<file path="config.mk">
export PLATFORM = sky130hd
export DESIGN_NAME = vstu_top
export DESIGN_NICKNAME = d
export VERILOG_FILES = /design/src/hdl/vstu_pkg.sv /design/src/hdl/store_issue_if.sv /design/src/hdl/lane_spill_reg.sv /design/src/hdl/store_insn_queue.sv /design/src/hdl/w_beat_packer.sv /design/src/hdl/vstu_top.sv
export SDC_FILE = /design/constraint.sdc
export NUM_CORES = 1
export LEC_CHECK = 0
export ABC_AREA = 1
export BUFFER_PORTS_ARGS = -buffer_cell sky130_fd_sc_hd__buf_2
export CORE_ASPECT_RATIO = 2
export CORE_MARGIN = 4
export CORE_UTILIZATION = 32
export DETAILED_ROUTE_END_ITERATION = 7
export GPL_TIMING_DRIVEN = 0
export SLEW_MARGIN = 20
export SYNTH_ARGS = -nofsm -noshare
export SYNTH_HDL_FRONTEND = slang
export SYNTH_SLANG_ARGS = --single-unit
</file>
<file path="constraint.sdc">
create_clock -name clk_i -period 4.1 [get_ports clk_i]
set_input_delay 0 -clock clk_i [delete_from_list [all_inputs] [get_ports clk_i]]
set_output_delay 0 -clock clk_i [all_outputs]
set_load 0.05 [all_outputs]
</file>
<file path="src/hdl/vstu_pkg.sv">
// Vector store unit package
// Sizing constants and the types shared by the store unit blocks,
// covering lane operands, W beats, instruction IDs and queue requests

package vstu_pkg;

  ////////////////////////////////////////
  // Sizing
  ////////////////////////////////////////

  // Lanes in the vector register file
  localparam int unsigned NrLanes = 4;
  // Bytes per lane operand
  localparam int unsigned ElenBytes = 8;
  // One whole register file word per W beat
  localparam int unsigned BeatBytes = NrLanes * ElenBytes;
  // Store instruction queue entries
  localparam int unsigned QueueDepth = 4;
  // Instruction IDs tracked by the sequencer
  localparam int unsigned NrVInsn = 8;

  // Field widths
  localparam int unsigned VlWidth = 8;
  localparam int unsigned ByteCntWidth = 11;
  localparam int unsigned BurstLenWidth = 8;
  localparam int unsigned QPtrWidth = $clog2(QueueDepth);

  ////////////////////////////////////////
  // Data types
  ////////////////////////////////////////

  typedef logic [ElenBytes*8-1:0] elen_t;
  typedef logic [BeatBytes*8-1:0] beat_data_t;
  typedef logic [BeatBytes-1:0] beat_strb_t;

  ////////////////////////////////////////
  // Control types
  ////////////////////////////////////////

  typedef logic [$clog2(NrVInsn)-1:0] insn_id_t;
  typedef logic [VlWidth-1:0] vl_t;
  // 0 to 3 selects 1, 2, 4 or 8 byte elements
  typedef logic [1:0] vsew_t;
  // Large enough for vl shifted by the widest vsew
  typedef logic [ByteCntWidth-1:0] byte_cnt_t;
  // AXI style length, beats minus one
  typedef logic [BurstLenWidth-1:0] burst_len_t;
  typedef logic [NrVInsn-1:0] insn_mask_t;

  // Queue pointers and occupancy counters
  typedef logic [QPtrWidth-1:0] q_ptr_t;
  typedef logic [QPtrWidth:0] q_cnt_t;

  // Store request from the sequencer
  typedef struct packed {
    insn_id_t id;
    vl_t      vl;
    vsew_t    vsew;
  } store_req_t;

endpackage

</file>
<file path="src/hdl/store_issue_if.sv">
// Issue phase link between the instruction queue and the W-beat packer
// The queue presents the instruction at the head of the issue phase,
// the packer pulses done when that instruction's last beat goes out

`timescale 1ns/1ps

interface store_issue_if import vstu_pkg::*; ();

  // Head of the issue phase is valid
  logic  issue_valid;
  // Vector length and element width of that instruction
  vl_t   issue_vl;
  vsew_t issue_vsew;
  // Last beat of the instruction transferred
  logic  issue_done;

  // Queue side
  modport queue_mp (
    output issue_valid,
    output issue_vl,
    output issue_vsew,
    input  issue_done
  );

  // Packer side
  modport packer_mp (
    input  issue_valid,
    input  issue_vl,
    input  issue_vsew,
    output issue_done
  );

endinterface

</file>
<file path="src/hdl/lane_spill_reg.sv">
// One-entry fall-through register
// Passes data straight through while empty and the consumer is ready,
// otherwise parks one item and drops ready until that item drains

`timescale 1ns/1ps

module lane_spill_reg #(
  parameter type T = logic
) (
  input  logic clk_i,
  input  logic rst_ni,
  input  T     data_i,
  input  logic valid_i,
  output logic ready_o,
  output T     data_o,
  output logic valid_o,
  input  logic ready_i
);

  // Occupancy flag and the parked item
  logic full_q;
  T     data_q;

  // Only accept new data while nothing is parked
  assign ready_o = !full_q;

  // Parked item has priority over the input
  assign valid_o = full_q | valid_i;
  assign data_o  = full_q ? data_q : data_i;

  // Occupancy follows the consumer handshake
  always_ff @(posedge clk_i or negedge rst_ni) begin
    if (!rst_ni) begin
      full_q <= 1'b0;
    end else if (full_q) begin
      // Drains once the consumer takes it
      if (ready_i) full_q <= 1'b0;
    end else if (valid_i && !ready_i) begin
      full_q <= 1'b1;
    end
  end

  // Capture on a stalled pass-through
  always_ff @(posedge clk_i) begin
    if (!full_q && valid_i && !ready_i) begin
      data_q <= data_i;
    end
  end

endmodule

</file>
<file path="src/hdl/store_insn_queue.sv">
// Store instruction queue
// Holds up to four store instructions over the accept, issue and
// commit phases, blocks requests whose ID is still running, and
// commits one issued store per B response with a done pulse

`timescale 1ns/1ps

module store_insn_queue import vstu_pkg::*; (
  input  logic                   clk_i,
  input  logic                   rst_ni,
  // Sequencer request
  input  store_req_t             req_i,
  input  logic                   req_valid_i,
  output logic                   req_ready_o,
  input  insn_mask_t             vinsn_running_i,
  // Head of the issue phase
  store_issue_if.queue_mp        issue,
  // AXI B channel
  input  logic                   axi_b_valid_i,
  output logic                   axi_b_ready_o,
  // Status toward the sequencer
  output logic                   store_pending_o,
  output insn_mask_t             vinsn_done_o
);

  // Wrapping pointer increment
  function automatic q_ptr_t next_ptr(input q_ptr_t ptr);
    if (ptr == q_ptr_t'(QueueDepth - 1)) begin
      return '0;
    end
    return ptr + q_ptr_t'(1);
  endfunction

  ////////////////////////////////////////
  // State
  ////////////////////////////////////////

  // Stored requests
  store_req_t [QueueDepth-1:0] entries_q;

  // One pointer per execution phase
  q_ptr_t accept_pnt_q, accept_pnt_d;
  q_ptr_t issue_pnt_q, issue_pnt_d;
  q_ptr_t commit_pnt_q, commit_pnt_d;

  // Instructions waiting to be issued, and not yet committed
  q_cnt_t issue_cnt_q, issue_cnt_d;
  q_cnt_t commit_cnt_q, commit_cnt_d;

  // IDs taken by this unit and still running
  insn_mask_t running_q, running_d;
  insn_mask_t done_d;

  // Held high from the first cycle after reset
  logic b_ready_q;

  logic queue_full;
  logic req_fire;
  logic b_fire;
  logic commit_pending;

  ////////////////////////////////////////
  // Handshakes
  ////////////////////////////////////////

  // Commit counter covers every stored instruction
  assign queue_full      = (commit_cnt_q == q_cnt_t'(QueueDepth));
  assign store_pending_o = (commit_cnt_q != '0);

  // Room left and the ID is free
  assign req_ready_o = !queue_full && !running_q[req_i.id];
  assign req_fire    = req_valid_i && req_ready_o;

  // Every response is acknowledged
  assign axi_b_ready_o = b_ready_q;
  assign b_fire        = axi_b_valid_i && b_ready_q;

  // Something issued but not committed, the head finishing this cycle counts
  assign commit_pending = (commit_cnt_q != issue_cnt_q) || issue.issue_done;

  // Issue head
  assign issue.issue_valid = (issue_cnt_q != '0);
  assign issue.issue_vl    = entries_q[issue_pnt_q].vl;
  assign issue.issue_vsew  = entries_q[issue_pnt_q].vsew;

  ////////////////////////////////////////
  // Next state
  ////////////////////////////////////////

  always_comb begin
    accept_pnt_d = accept_pnt_q;
    issue_pnt_d  = issue_pnt_q;
    commit_pnt_d = commit_pnt_q;
    issue_cnt_d  = issue_cnt_q;
    commit_cnt_d = commit_cnt_q;
    done_d       = '0;

    // Sequencer clears the IDs it has retired
    running_d = running_q & vinsn_running_i;

    // Head finished sending its beats
    if (issue.issue_done) begin
      issue_pnt_d = next_ptr(issue_pnt_q);
      issue_cnt_d = issue_cnt_q - q_cnt_t'(1);
    end

    // One store retired per B response
    if (b_fire && commit_pending) begin
      done_d[entries_q[commit_pnt_q].id] = 1'b1;
      commit_pnt_d = next_ptr(commit_pnt_q);
      commit_cnt_d = commit_cnt_q - q_cnt_t'(1);
    end

    // New store enters both phases
    if (req_fire) begin
      accept_pnt_d           = next_ptr(accept_pnt_q);
      issue_cnt_d            = issue_cnt_d + q_cnt_t'(1);
      commit_cnt_d           = commit_cnt_d + q_cnt_t'(1);
      running_d[req_i.id]    = 1'b1;
    end
  end

  ////////////////////////////////////////
  // Registers
  ////////////////////////////////////////

  always_ff @(posedge clk_i or negedge rst_ni) begin
    if (!rst_ni) begin
      accept_pnt_q <= '0;
      issue_pnt_q  <= '0;
      commit_pnt_q <= '0;
      issue_cnt_q  <= '0;
      commit_cnt_q <= '0;
      running_q    <= '0;
      vinsn_done_o <= '0;
      b_ready_q    <= 1'b0;
    end else begin
      accept_pnt_q <= accept_pnt_d;
      issue_pnt_q  <= issue_pnt_d;
      commit_pnt_q <= commit_pnt_d;
      issue_cnt_q  <= issue_cnt_d;
      commit_cnt_q <= commit_cnt_d;
      running_q    <= running_d;
      // Done bits last a single cycle
      vinsn_done_o <= done_d;
      b_ready_q    <= 1'b1;
    end
  end

  // Entry storage
  always_ff @(posedge clk_i) begin
    if (req_fire) begin
      entries_q[accept_pnt_q] <= req_i;
    end
  end

endmodule

</file>
<file path="src/hdl/w_beat_packer.sv">
// W-beat packer
// Joins one operand from every lane into a full-width W beat, strobes
// the bytes the instruction still owns, marks the end of each address
// generator burst and acknowledges that burst on its last beat

`timescale 1ns/1ps

module w_beat_packer import vstu_pkg::*; (
  input  logic                     clk_i,
  input  logic                     rst_ni,
  // Instruction at the head of the issue phase
  store_issue_if.packer_mp         issue,
  // Lane operands
  input  elen_t      [NrLanes-1:0] operand_i,
  input  logic       [NrLanes-1:0] operand_valid_i,
  output logic       [NrLanes-1:0] operand_ready_o,
  // Address generator burst
  input  logic                     addrgen_valid_i,
  input  burst_len_t               addrgen_len_i,
  output logic                     addrgen_ready_o,
  // AXI W channel
  output beat_data_t               axi_w_data_o,
  output beat_strb_t               axi_w_strb_o,
  output logic                     axi_w_last_o,
  output logic                     axi_w_valid_o,
  input  logic                     axi_w_ready_i
);

  ////////////////////////////////////////
  // Byte and beat counters
  ////////////////////////////////////////

  // Bytes left in the current instruction
  byte_cnt_t rem_q, rem_d;
  // Count not yet loaded for the head instruction
  logic      loaded_q, loaded_d;
  byte_cnt_t rem_cur;
  byte_cnt_t beat_bytes;

  // Beats already sent in the current burst
  burst_len_t beat_cnt_q, beat_cnt_d;

  logic w_fire;
  logic final_beat;

  // First cycle of an instruction takes vl times element bytes directly
  assign rem_cur = loaded_q ? rem_q
                            : byte_cnt_t'(byte_cnt_t'(issue.issue_vl) << issue.issue_vsew);

  // At most one register file word per beat
  assign beat_bytes = (rem_cur > byte_cnt_t'(BeatBytes)) ? byte_cnt_t'(BeatBytes) : rem_cur;
  assign final_beat = (rem_cur <= byte_cnt_t'(BeatBytes));

  ////////////////////////////////////////
  // W beat
  ////////////////////////////////////////

  // Needs the instruction, every lane and a burst, never waits on ready
  assign axi_w_valid_o = issue.issue_valid && (&operand_valid_i) && addrgen_valid_i;
  assign w_fire        = axi_w_valid_o && axi_w_ready_i;

  // Lane n lands on bytes 8n to 8n+7
  assign axi_w_data_o = operand_i;

  // Lowest bytes of the instruction's remainder
  always_comb begin
    axi_w_strb_o = '0;
    for (int b = 0; b < BeatBytes; b++) begin
      axi_w_strb_o[b] = (byte_cnt_t'(b) < beat_bytes);
    end
  end

  // Burst completes on its len+1-th beat
  assign axi_w_last_o    = (beat_cnt_q == addrgen_len_i);
  assign addrgen_ready_o = w_fire && axi_w_last_o;

  // All lanes consumed together with the beat
  assign operand_ready_o = {NrLanes{w_fire}};

  // Head instruction fully sent
  assign issue.issue_done = w_fire && final_beat;

  ////////////////////////////////////////
  // Next state
  ////////////////////////////////////////

  always_comb begin
    rem_d      = rem_q;
    loaded_d   = loaded_q;
    beat_cnt_d = beat_cnt_q;

    // Latch the byte count once the head shows up
    if (issue.issue_valid && !loaded_q) begin
      rem_d    = rem_cur;
      loaded_d = 1'b1;
    end

    if (w_fire) begin
      // Restart on the next burst
      beat_cnt_d = axi_w_last_o ? '0 : beat_cnt_q + burst_len_t'(1);
      if (final_beat) begin
        // Next head reloads from its own vl
        rem_d    = '0;
        loaded_d = 1'b0;
      end else begin
        rem_d    = rem_cur - byte_cnt_t'(BeatBytes);
        loaded_d = 1'b1;
      end
    end
  end

  always_ff @(posedge clk_i or negedge rst_ni) begin
    if (!rst_ni) begin
      rem_q      <= '0;
      loaded_q   <= 1'b0;
      beat_cnt_q <= '0;
    end else begin
      rem_q      <= rem_d;
      loaded_q   <= loaded_d;
      beat_cnt_q <= beat_cnt_d;
    end
  end

endmodule

</file>
<file path="src/hdl/vstu_top.sv">
// Vector store unit top level
// Lane operand and request registers in front of the instruction
// queue and the W-beat packer, with plain ports toward the sequencer,
// the lanes, the address generator and the AXI W and B channels

`timescale 1ns/1ps

module vstu_top import vstu_pkg::*; (
  input  logic                     clk_i,
  input  logic                     rst_ni,
  // Sequencer
  input  logic                     pe_req_valid_i,
  input  insn_id_t                 pe_req_id_i,
  input  vl_t                      pe_req_vl_i,
  input  vsew_t                    pe_req_vsew_i,
  output logic                     pe_req_ready_o,
  input  insn_mask_t               pe_vinsn_running_i,
  // Lanes
  input  elen_t      [NrLanes-1:0] operand_i,
  input  logic       [NrLanes-1:0] operand_valid_i,
  output logic       [NrLanes-1:0] operand_ready_o,
  // Address generator
  input  logic                     addrgen_valid_i,
  input  burst_len_t               addrgen_len_i,
  output logic                     addrgen_ready_o,
  // AXI W
  output beat_data_t               axi_w_data_o,
  output beat_strb_t               axi_w_strb_o,
  output logic                     axi_w_last_o,
  output logic                     axi_w_valid_o,
  input  logic                     axi_w_ready_i,
  // AXI B
  input  logic                     axi_b_valid_i,
  output logic                     axi_b_ready_o,
  // Status
  output logic                     store_pending_o,
  output insn_mask_t               vinsn_done_o
);

  ////////////////////////////////////////
  // Input registers
  ////////////////////////////////////////

  // Request fields gathered into one struct
  store_req_t pe_req_in;
  store_req_t pe_req;
  logic       pe_req_valid;
  logic       pe_req_ready;

  assign pe_req_in = '{id: pe_req_id_i, vl: pe_req_vl_i, vsew: pe_req_vsew_i};

  lane_spill_reg #(
    .T(store_req_t)
  ) u_req_reg (
    .clk_i  (clk_i),
    .rst_ni (rst_ni),
    .data_i (pe_req_in),
    .valid_i(pe_req_valid_i),
    .ready_o(pe_req_ready_o),
    .data_o (pe_req),
    .valid_o(pe_req_valid),
    .ready_i(pe_req_ready)
  );

  // Packer side of the lane registers
  elen_t [NrLanes-1:0] lane_operand;
  logic  [NrLanes-1:0] lane_valid;
  logic  [NrLanes-1:0] lane_ready;

  for (genvar lane = 0; lane < NrLanes; lane++) begin : gen_lane_regs
    lane_spill_reg #(
      .T(elen_t)
    ) u_lane_reg (
      .clk_i  (clk_i),
      .rst_ni (rst_ni),
      .data_i (operand_i[lane]),
      .valid_i(operand_valid_i[lane]),
      .ready_o(operand_ready_o[lane]),
      .data_o (lane_operand[lane]),
      .valid_o(lane_valid[lane]),
      .ready_i(lane_ready[lane])
    );
  end

  ////////////////////////////////////////
  // Queue and packer
  ////////////////////////////////////////

  store_issue_if issue_if ();

  store_insn_queue u_queue (
    .clk_i          (clk_i),
    .rst_ni         (rst_ni),
    .req_i          (pe_req),
    .req_valid_i    (pe_req_valid),
    .req_ready_o    (pe_req_ready),
    .vinsn_running_i(pe_vinsn_running_i),
    .issue          (issue_if.queue_mp),
    .axi_b_valid_i  (axi_b_valid_i),
    .axi_b_ready_o  (axi_b_ready_o),
    .store_pending_o(store_pending_o),
    .vinsn_done_o   (vinsn_done_o)
  );

  w_beat_packer u_packer (
    .clk_i          (clk_i),
    .rst_ni         (rst_ni),
    .issue          (issue_if.packer_mp),
    .operand_i      (lane_operand),
    .operand_valid_i(lane_valid),
    .operand_ready_o(lane_ready),
    .addrgen_valid_i(addrgen_valid_i),
    .addrgen_len_i  (addrgen_len_i),
    .addrgen_ready_o(addrgen_ready_o),
    .axi_w_data_o   (axi_w_data_o),
    .axi_w_strb_o   (axi_w_strb_o),
    .axi_w_last_o   (axi_w_last_o),
    .axi_w_valid_o  (axi_w_valid_o),
    .axi_w_ready_i  (axi_w_ready_i)
  );

endmodule

</file>
==> results.txt, run 1 <==
The run finished with clean final reports. The die covers between 50000 and 60000 um2. The number of flops mapped to enable cells by yosys came out at roughly 320. At the end of routability-driven placement, the weighted congestion stood at 0.883. The endpoint identified for the worst register-to-register timing path is u_queue.entries_q[44].

The total count of max-transition violations in the final report came out at 0. In this run the critical register-to-register path is launched from u_req_reg.full_q. The hold violation count in the final report is 0. The share of the cycle needed by the critical path after routing is approximately nine tenths. The clock input transition at the sequential cells of the worst setup and hold paths is roughly 0.060 ns. The number of fillers in the final layout is between 4000 and 5000. The wire-length estimate of the detail-placed layout is around 45 mm. In this run the mean area of a mapped cell was roughly 9.5 um2. For hold timing, the worst endpoint is u_packer.beat_cnt_q[1].

The number of nets in the synthesized netlist is between 2000 and 2500. From bottom edge to top edge, the die measures ~330 um. The clock insertion delay at the later pin of the skew report came out at approximately 0.54 ns. Summed over its instances, the top area cell type makes up between 50 and 60% of the synthesized netlist area. STA puts the critical path data required time at between 4 and 5 ns. After synthesis, the share of flip-flops with an asynchronous set or reset is between 10 and 15%. The total via count in the routed design is about 16000.

The number of library cell types mapped by synthesis is 44. The clock passes through at most 3 buffers. The cell seen most often among critical-path stages is sky130_fd_sc_hd__nand2_1. For this design the static power due to leakage is around 12 nW. The number of antenna violations at the first check in global routing is 9. The remaining global-route overflow is 0. The most repeated cell in the gate-level netlist after synthesis is sky130_fd_sc_hd__nand2_1. The global-route usage over all layers is 20.0%. In this run the tightest slew margin relative to its limit is 32.9%. The highest cell delay on the worst timing path is 0.68 ns. For this run, the number of standard cells in the final layout without fillers is 3425. The placeable core region is between 50000 and 60000 um2.

The detailed-route wire length per cell is between 15 and 20 um. For this design, the slowest cell found on the critical path is sky130_fd_sc_hd__nor2_2. The signal on the critical path passes through clkbuf_1 -> inv_1 -> nand2_1 -> nand2_1 -> inv_1 -> nor2_1 -> nand2_1 -> nand3_1 -> nor2_1 -> nand2_1 -> a21oi_2 -> inv_1 -> clkbuf_1 -> nor2_2.

The slack of the worst reg-to-reg path is 0.44 ns. The global-route wire length before repair is a little under 90 mm. The register bit total from synthesis came out at ~380.

The worst hold path begins at addrgen_len_i[1]. The hold slack is around 0.18 ns. Across the run, the number of max-cap violations was 0. The number of nets at the end of the flow came out at 3036. The total detailed-routing wirelength came out at between 50 and 60 mm. Setup violations remaining at the end of the flow were counted as 0. The highest fanout seen on the critical path is 13.

The kind of capture point of the worst setup path is a flip-flop. The total of warnings raised by yosys is 0. TritonCTS built the clock tree. The post-synth design cell area is between 15000 and 20000 um2.

The DRC violation count after routing is 0. The number of clock sinks is 375. The post-synthesis sequential area ratio is roughly two thirds.

The first-iteration detailed-routing DRC count came out at a little over 800. In the synthesized netlist, the cells that appear most often are sky130_fd_sc_hd__nand2_1, sky130_fd_sc_hd__edfxtp_1, sky130_fd_sc_hd__inv_1, sky130_fd_sc_hd__nand3_1, sky130_fd_sc_hd__clkbuf_1. The number of cells on the worst reg-to-reg path is 14.

The number of search-and-repair iterations in the first detailed-routing pass is 5. The number of global-route vias before repair is between 15000 and 20000. The worst setup path is of the flip-flop to flip-flop kind. The worst voltage drop across the vdd grid is between 0.5 and 0.6 mV. The standard-cell row count is 119. Counting every instance in the synthesized netlist gives between 1500 and 2000.

In this run the remaining antenna-violating nets after routing total 0. Among all flip-flop cells after synthesis, the most frequent one is sky130_fd_sc_hd__edfxtp_1. The proportion of layout cells with a drive suffix above 1 is roughly a quarter. The maximum clock frequency came out at 0.273 GHz. For this design the top-level I/O count stands at roughly 600.

Setup repair after global routing left no endpoint under its margin. The cell at the root of the clock tree is sky130_fd_sc_hd__clkbuf_16. At the pin with the least slew margin, the transition time is between 1 and 1.5 ns. The library cell with the largest summed area after synthesis is sky130_fd_sc_hd__edfxtp_1. The total chip power came out at between 15 and 20 mW. The largest net degree at the start of global routing came out at a little under 60. The instance count along the most critical hold path came out at 7. The final worst clock skew is approximately 0.027 ns. From synthesis to final layout, the design area changed by 47.5%.

The signal arrival time at the worst endpoint is about 3.8 ns. The cell area power density came out at a little over 700 nW/um2. In this run the worst hold path is classified as input port to flip-flop. By area the synthesized netlist is led by sky130_fd_sc_hd__edfxtp_1, sky130_fd_sc_hd__nand2_1, sky130_fd_sc_hd__dfrtp_1, sky130_fd_sc_hd__nand3_1, sky130_fd_sc_hd__inv_1. The worst setup path is launched from a flip-flop. The CTS buffer count came out at 36. The number of gates resized after CTS was 0. The die extent in x is 171 um. The number of levels in the clock H-tree is 2. The number of I/O port buffers is 600. The starting density of the core is about 32%. The ratio of routed vias to standard cells is 4.58. The beginning of the critical path is u_req_reg.full_q. Counting tap cells, the placed design contains a total of just over 3000 instances. The routed design could run at a clock period as short as around 3.7 ns.
-- repair_timing --
action | 4_1_cts | 5_1_grt
hold endpoints to repair | 403 | 0
buffers inserted | 0 | 0
hold buffers | 289 | 0
-- flip-flops by register name, summed over array words and instances (netlist names) --
| register | cells |
|---|---|
| u_packer.loaded_q | 1 |
| gen_lane_regs.u_lane_reg.data_q | 256 |
| u_packer.rem_q | 11 |
| gen_lane_regs.u_lane_reg.full_q | 4 |
| u_queue.commit_pnt_q | 2 |
| u_queue.issue_cnt_q | 3 |
| u_queue.axi_b_ready_o | 1 |
| u_queue.running_q | 8 |
| u_packer.beat_cnt_q | 8 |
| u_queue.accept_pnt_q | 2 |
| u_queue.commit_cnt_q | 3 |
| u_req_reg.data_q | 13 |
| u_queue.issue_pnt_q | 2 |
| u_queue.entries_q | 52 |
| u_req_reg.full_q | 1 |
| u_queue.vinsn_done_o | 8 |
-- where the power goes --
| group | leakage [nW] | switching, mW | total, mW | internal (mW) |
|---|---|---|---|---|
| clock | 0.567 | 1.43 | 3.34 | 1.91 |
| sequential | 3.61 | 0.270 | 5.26 | 4.99 |
| combinational | 7.56 | 7.25 | 9.41 | 2.17 |
-- cell families after synthesis --
kind of cell	count (synthesis)	share of synthesized area, %
AND/OR/NAND/NOR	1156	27.1
flip-flops	375	64.8
buffers and inverters	166	3.93
AO/OA/AOI/OAI	74	2.66
adder cells (fa/ha/maj)	14	1.03
XOR/XNOR	9	0.465
other	1	0.0221
-- critical path: cells and delay by family, from the launching register on --
kind            cells  cell delay, ns
buf+inv             5            1.03
simple gates        8            1.54
compound gates      1            0.39
flops               1            0.32
-- layout make-up --
cell class                      instances  area [um2]  area share (%)
Clock buffer                           48         997            3.98
Multi-Input combinational cell       1254        5320            21.3
Antenna cell                            8        20.0          0.0800
Buffer                                 79         340            1.36
Inverter                               87         337            1.34
Tap cell                              665         832            3.32
Timing Repair Buffer                  894        6030            24.1
Clock inverter                         15         159           0.635
Sequential cell                       375       11000            43.9
-- through the flow --
stage | TNS, ns | worst slack [ns] | cell area, um2 | utilization, %
finish | 0 | 0.442 | 25000 | 47.6
global route | 0 | 0.0197 | 25000 | 47.6
CTS | 0 | 0.365 | 25000 | 47.6
detailed placement | 0 | 0.378 | 21000 | 39.9
global placement | -95.61 | -0.505 | 20800 | 39.6
floorplan | 0 | 0.321 | 17000 | -
-- metal layers --
| layer | up-vias | wire length (um) | global-route usage, % |
|---|---|---|---|
| met1 | 7240 | 21400 | 21.1 |
| met3 | 130 | 4110 | 3.95 |
| met4 | 2 | 2470 | 8.28 |
| met2 | 631 | 31800 | 38.1 |
| met5 | - | 13 | 0 |
| li1 | 7692 | - | - |
-- worst max path at each step --
stage                                                   endpoint  slack [ns]  cells after the start
after floorplan            gen_lane_regs[3].u_lane_reg.data_q[0]        0.32                      8
after global placement    gen_lane_regs[1].u_lane_reg.data_q[47]       -0.51                      6
after detailed placement                   u_queue.entries_q[48]        0.38                     14
after CTS                                  u_queue.entries_q[44]        0.37                     14
after global routing                        u_queue.entries_q[4]        0.02                     13
final                                      u_queue.entries_q[44]        0.44                     14
-- placed cells by master, fill, tap and decap left out, drive strengths merged, types with 3 or more instances in the layout --
master       synthesis  final
nand2             1003   1003
buf                 23    629
edfxtp             321    321
dlygate4sd3          0    288
clkbuf              56    104
inv                 85     89
nand3               72     72
dfrtp               54     54
nor2                45     45
o21ai               39     39
nor3                18     18
a21oi               18     18
ha                  14     14
clkinv               2     10
diode                0      8
xor2                 7      7
a22o                 7      7
or2                  6      6
o22ai                4      4
nand4                3      3
nor3b                3      3
a32oi                3      3
bufinv               0      3
(Power assumes the default switching activity.)
==> inputs of run 2 (changes only) <==
- ABC_AREA: 1 -> not set
==> results.txt, run 2 <==
The most numerous cell type found on the critical path is sky130_fd_sc_hd__buf_4. The placeable core region was 51700 um2 (-1.7%). The post-synthesis mux area share came out at 21.2% (+21 points). The xor/xnor share of the synthesized area is 1.39% (+0.92 points).

The cell with the biggest individual delay on the critical path is sky130_fd_sc_hd__mux4_2. The worst setup path is captured at an output port. The highest fanout seen on the critical path came out at 10 (-3).

The most common cell in the synthesized netlist is sky130_fd_sc_hd__edfxtp_1. The compound-gate portion of the synthesized area is 3.81% (+1.2 points). The maximum clock frequency is 0.259 GHz (-5.4%). The global-route usage over all layers came to 17.6% (-2.4 points).

The relative max-transition margin is 44.7% (+12 points). The instance count after placement with tap cells included is 2306 (-25%). The type of the setup path with the least slack is flip-flop to output port. The detailed-route wire length per cell is 19.8 um (+14%).

The leakage power came out at 9.95 nW (-15%). The category of cells accounting for the largest share of critical-path delay is buffers and inverters. The estimated wirelength of the detail-placed design was 38.5 mm (-14%).

The total detailed-routing wirelength is 52.9 mm (-11%). The I/O pin count came to 601 (unchanged). The worst voltage drop across the vdd grid came out at 0.485 mV (-4.7%).

The area of the die came to 56000 um2 (-1.7%). The flip-flop count of the largest register after layout is 256 (unchanged). The signal on the critical path passes through mux4_2 -> buf_4 -> mux2i_1 -> a222oi_1 -> inv_1 -> ha_2 -> and3_1 -> buf_2 -> and2_1 -> buf_4 -> a31oi_1 -> clkbuf_4. The signal arrival time at the worst endpoint came to 3.87 ns (+0.05 ns). The number of buffers on the longest clock path came to 3 (unchanged). The required time at the worst-slack endpoint came to 4.10 ns (-0.16 ns).

The first-iteration detailed-routing DRC count is 499 (-39%). Ranked by instance count, the synthesized netlist is headed by sky130_fd_sc_hd__edfxtp_1, sky130_fd_sc_hd__mux2_2, sky130_fd_sc_hd__dfrtp_1, sky130_fd_sc_hd__nand2_1, sky130_fd_sc_hd__o21ai_0. The final count of negative-setup-slack endpoints came out at 0 (unchanged). The ratio of routed vias to standard cells came out at 4.79 (+4.4%). The register bit total from synthesis came out at 375 (unchanged).

The remaining antenna violation count came out at 0 (unchanged). The utilization after layout was 48.0% (+0.36 points). The worst setup path is launched from a flip-flop. The adder-cell share of the synthesized area is 1.05% (+0.018 points). The number of buffer and inverter instances along the worst setup path was 5 (unchanged).

The number of nets at the end of the flow came out at 2284 (-25%). The share of the cycle needed by the critical path after routing is 94.3% (+5.1 points). The die outline height came out at 331 um (-0.86%). The starting density of the core is 32.3% (about the same). The max-capacitance violation count came out at 0 (unchanged).

The DRC violation count after routing came out at 0 (unchanged). The post-synthesis cell count came out at 1041 (-42%). The cell at the root of the clock tree is sky130_fd_sc_hd__clkbuf_16. The number of global-route vias before repair came out at 13600 (-16%).

The simple-gate portion of the synthesized area is 4.64% (-22 points). The relative area change from synthesis to final layout came out at 48.8%. The library cell used most frequently in the layout, excluding fill and tap cells, is sky130_fd_sc_hd__buf_2. The weighted congestion reported at the end of routability-driven placement came out at 0.876 (-0.80%).

The clock input transition at the sequential cells of the worst setup and hold paths is 0.07 ns (about the same). The proportion of layout cells with a drive suffix above 1 is 49.4% (+24 points). The mean instance size in the synthesized netlist is 16.0 um2 (+69%). The shortest period the worst path allows came out at 3.87 ns (+0.209 ns). The number of search-and-repair iterations in the first detailed-routing pass is 6 (+1). The remaining global-route overflow came to 0 (unchanged). The CTS buffer count came out at 37 (+2.8%). Setup repair after global routing left no endpoint under its margin. The number of I/O port buffers came out at 600 (unchanged). The clock insertion delay at the later pin of the skew report came out at 0.54 ns (about the same). The global-route wire length before repair is 78.1 mm (-13%). The tightest min-delay check is of the input port to asynchronous set/reset pin type. The slew at the pin closest to its max-slew limit was 0.830 ns (-0.177 ns). The total via count in the routed design is 12800 (-19%).

The post-synthesis sequential area ratio came to 65.9% (+1.2 points). The number of clock sinks came out at 375 (unchanged). The highest cell delay on the worst timing path came out at 0.57 ns (-0.11 ns). The final worst clock skew came out at 0.0159 ns (-0.0112 ns). The total count of max-transition violations in the final report came out at 0 (unchanged). sky130_fd_sc_hd__edfxtp_1 takes more of the synthesized area than any other cell. The top-area cell type share of the netlist area is 57.8% (+1.0 points). In the final layout, the registers with the most flip-flops are gen_lane_regs.u_lane_reg.data_q (256), u_queue.entries_q (52), u_req_reg.data_q (13). The largest net degree at the start of global routing came out at 59 (+1.7%).

The synthesized netlist net count is 1350 (-36%). Yosys attributes the largest share of cell area to sky130_fd_sc_hd__edfxtp_1, sky130_fd_sc_hd__mux2_2, sky130_fd_sc_hd__dfrtp_1, sky130_fd_sc_hd__mux4_2, sky130_fd_sc_hd__o21ai_0. gen_lane_regs.u_lane_reg.data_q holds more flip-flops than any other register.

The hold slack came to 0.0829 ns (-0.0934 ns). The top cell types in the final layout, fill and taps aside, are sky130_fd_sc_hd__buf_2, sky130_fd_sc_hd__edfxtp_1, sky130_fd_sc_hd__dlygate4sd3_1. The hold violation count in the final report came to 0 (unchanged). The cell area power density came to 668 nW/um2 (-7.2%). The standard-cell row count is 118 (-0.84%). The number of antenna violations at the first check in global routing is 4 (-5). The final instance count without filler cells came out at 2666 (-22%). The number of levels in the clock H-tree is 2 (unchanged). The dominant synthesized flop cell is sky130_fd_sc_hd__edfxtp_1. The total of warnings raised by yosys came out at 0 (unchanged). The share of async-settable or async-resettable flops after synthesis is 14.4% (unchanged). The main combinational cell family by area after synthesis is multiplexers.

The number of flops mapped to enable cells by yosys is 321 (unchanged). The die extent in x is 169 um (-0.84%). The flow ran to the end, and the final reports show no timing, DRC or antenna violations. The number of library cell types mapped by synthesis came to 63 (+43%).

TritonCTS built the clock tree. The post-synth design cell area is 16700 um2 (-1.7%).
==> run 2: changes by cell type after synthesis, sizes merged, moves of 12 or more <==
cell,previous run,this run
nand2,1003,50
mux2,0,273
nor2,45,33
and2,1,15
xnor2,2,16
inv,85,23
mux4,0,14
nand3,72,17
clkbuf,56,31
mux2i,0,13
==> run 2: final cells by class <==
type                       instances  area (um2)
fill                            4460       26900
sequential                       375       11000
timing repair buffer             896        6030
multi-input combinational        590        5400
clock buffer                      47        1020
tap                              660         826
buffer                            51         240
clock inverter                    19         191
inverter                          24        90.1
antenna                            4        10.0
==> run 2: cells by family (layout without fill, tap and decap cells) <==
kind of cell,after synthesis,after routing
buffers and inverters,76,1037
other,1,5
xor gates and xnor gates,24,24
and+or+nand+nor,156,156
adders and majority gates,14,14
muxes,300,300
AOI/OAI and AO/OA,95,95
DFF,375,375
==> run 2: metrics by stage <==
step	setup TNS [ns]	area [um2]	power (mW)	setup slack (ns)
floorplan	0	16700	11.0	0.0102
CTS	0	24800	16.7	0.00703
finish	0	24800	16.6	0.233
detailed placement	-0.380	20600	12.9	-0.190
global placement	-209.61	20500	12.8	-0.921
global route	0	24800	17.3	0.0188
==> run 2: path summary, 6_finish.rpt <==
path                                      endpoint  slack (ns)  cells past startpoint                   start
min reg2reg                   u_queue.running_q[6]        0.49                      1    u_queue.running_q[6]
max reg2reg                u_queue.commit_cnt_q[2]        0.38                     14  u_queue.issue_pnt_q[0]
min                              u_packer.rem_q[4]        0.08                      2                  rst_ni
max                                axi_w_strb_o[9]        0.23                     12  u_queue.issue_pnt_q[0]
max in group asynchronous     u_queue.running_q[1]        3.45                      2                  rst_ni
min in group clk_i          u_packer.beat_cnt_q[1]        0.09                      3           axi_w_ready_i
==> run 2: timing repair <==
item | 4_1_cts | 5_1_grt
gates cloned | 0 | 0
resized for setup | 2 | 10
setup endpoints to repair | 21 | 68
setup buffers | 2 | 0
endpoints found under the hold margin | 431 | 0
hold buffers | 289 | 0
pin swaps | 2 | 0
==> run 2: worst reg2reg max path, cell delays in order (launching register included) <==
cell and delay (ns):
sky130_fd_sc_hd__dfrtp_1 0.45, sky130_fd_sc_hd__mux4_2 0.57, sky130_fd_sc_hd__buf_4 0.20, sky130_fd_sc_hd__mux2i_1 0.15
sky130_fd_sc_hd__a222oi_1 0.42, sky130_fd_sc_hd__inv_1 0.13, sky130_fd_sc_hd__ha_2 0.29, sky130_fd_sc_hd__a41oi_2 0.35
sky130_fd_sc_hd__o21a_2 0.30, sky130_fd_sc_hd__o21ai_1 0.11, sky130_fd_sc_hd__a21boi_1 0.14, sky130_fd_sc_hd__ha_1 0.20
sky130_fd_sc_hd__nand2_1 0.07, sky130_fd_sc_hd__xnor2_1 0.13, sky130_fd_sc_hd__xnor2_1 0.13
==> run 2: routing by layer <==
metal  up-vias  GRT usage [%]  routed length (um)
met4         4           6.50                1640
met5         -              0                  27
met3        91           3.40                3160
met1      6284           19.5               19600
li1       5886              -                   -
met2       494           33.1               28500
==> run 2: power breakdown <==
part           internal (mW)  leakage, nW  switching, mW
logic                   2.47         5.73           5.50
registers               4.87         3.62          0.252
clock network           1.96        0.593           1.50
total                   9.31         9.95           7.25
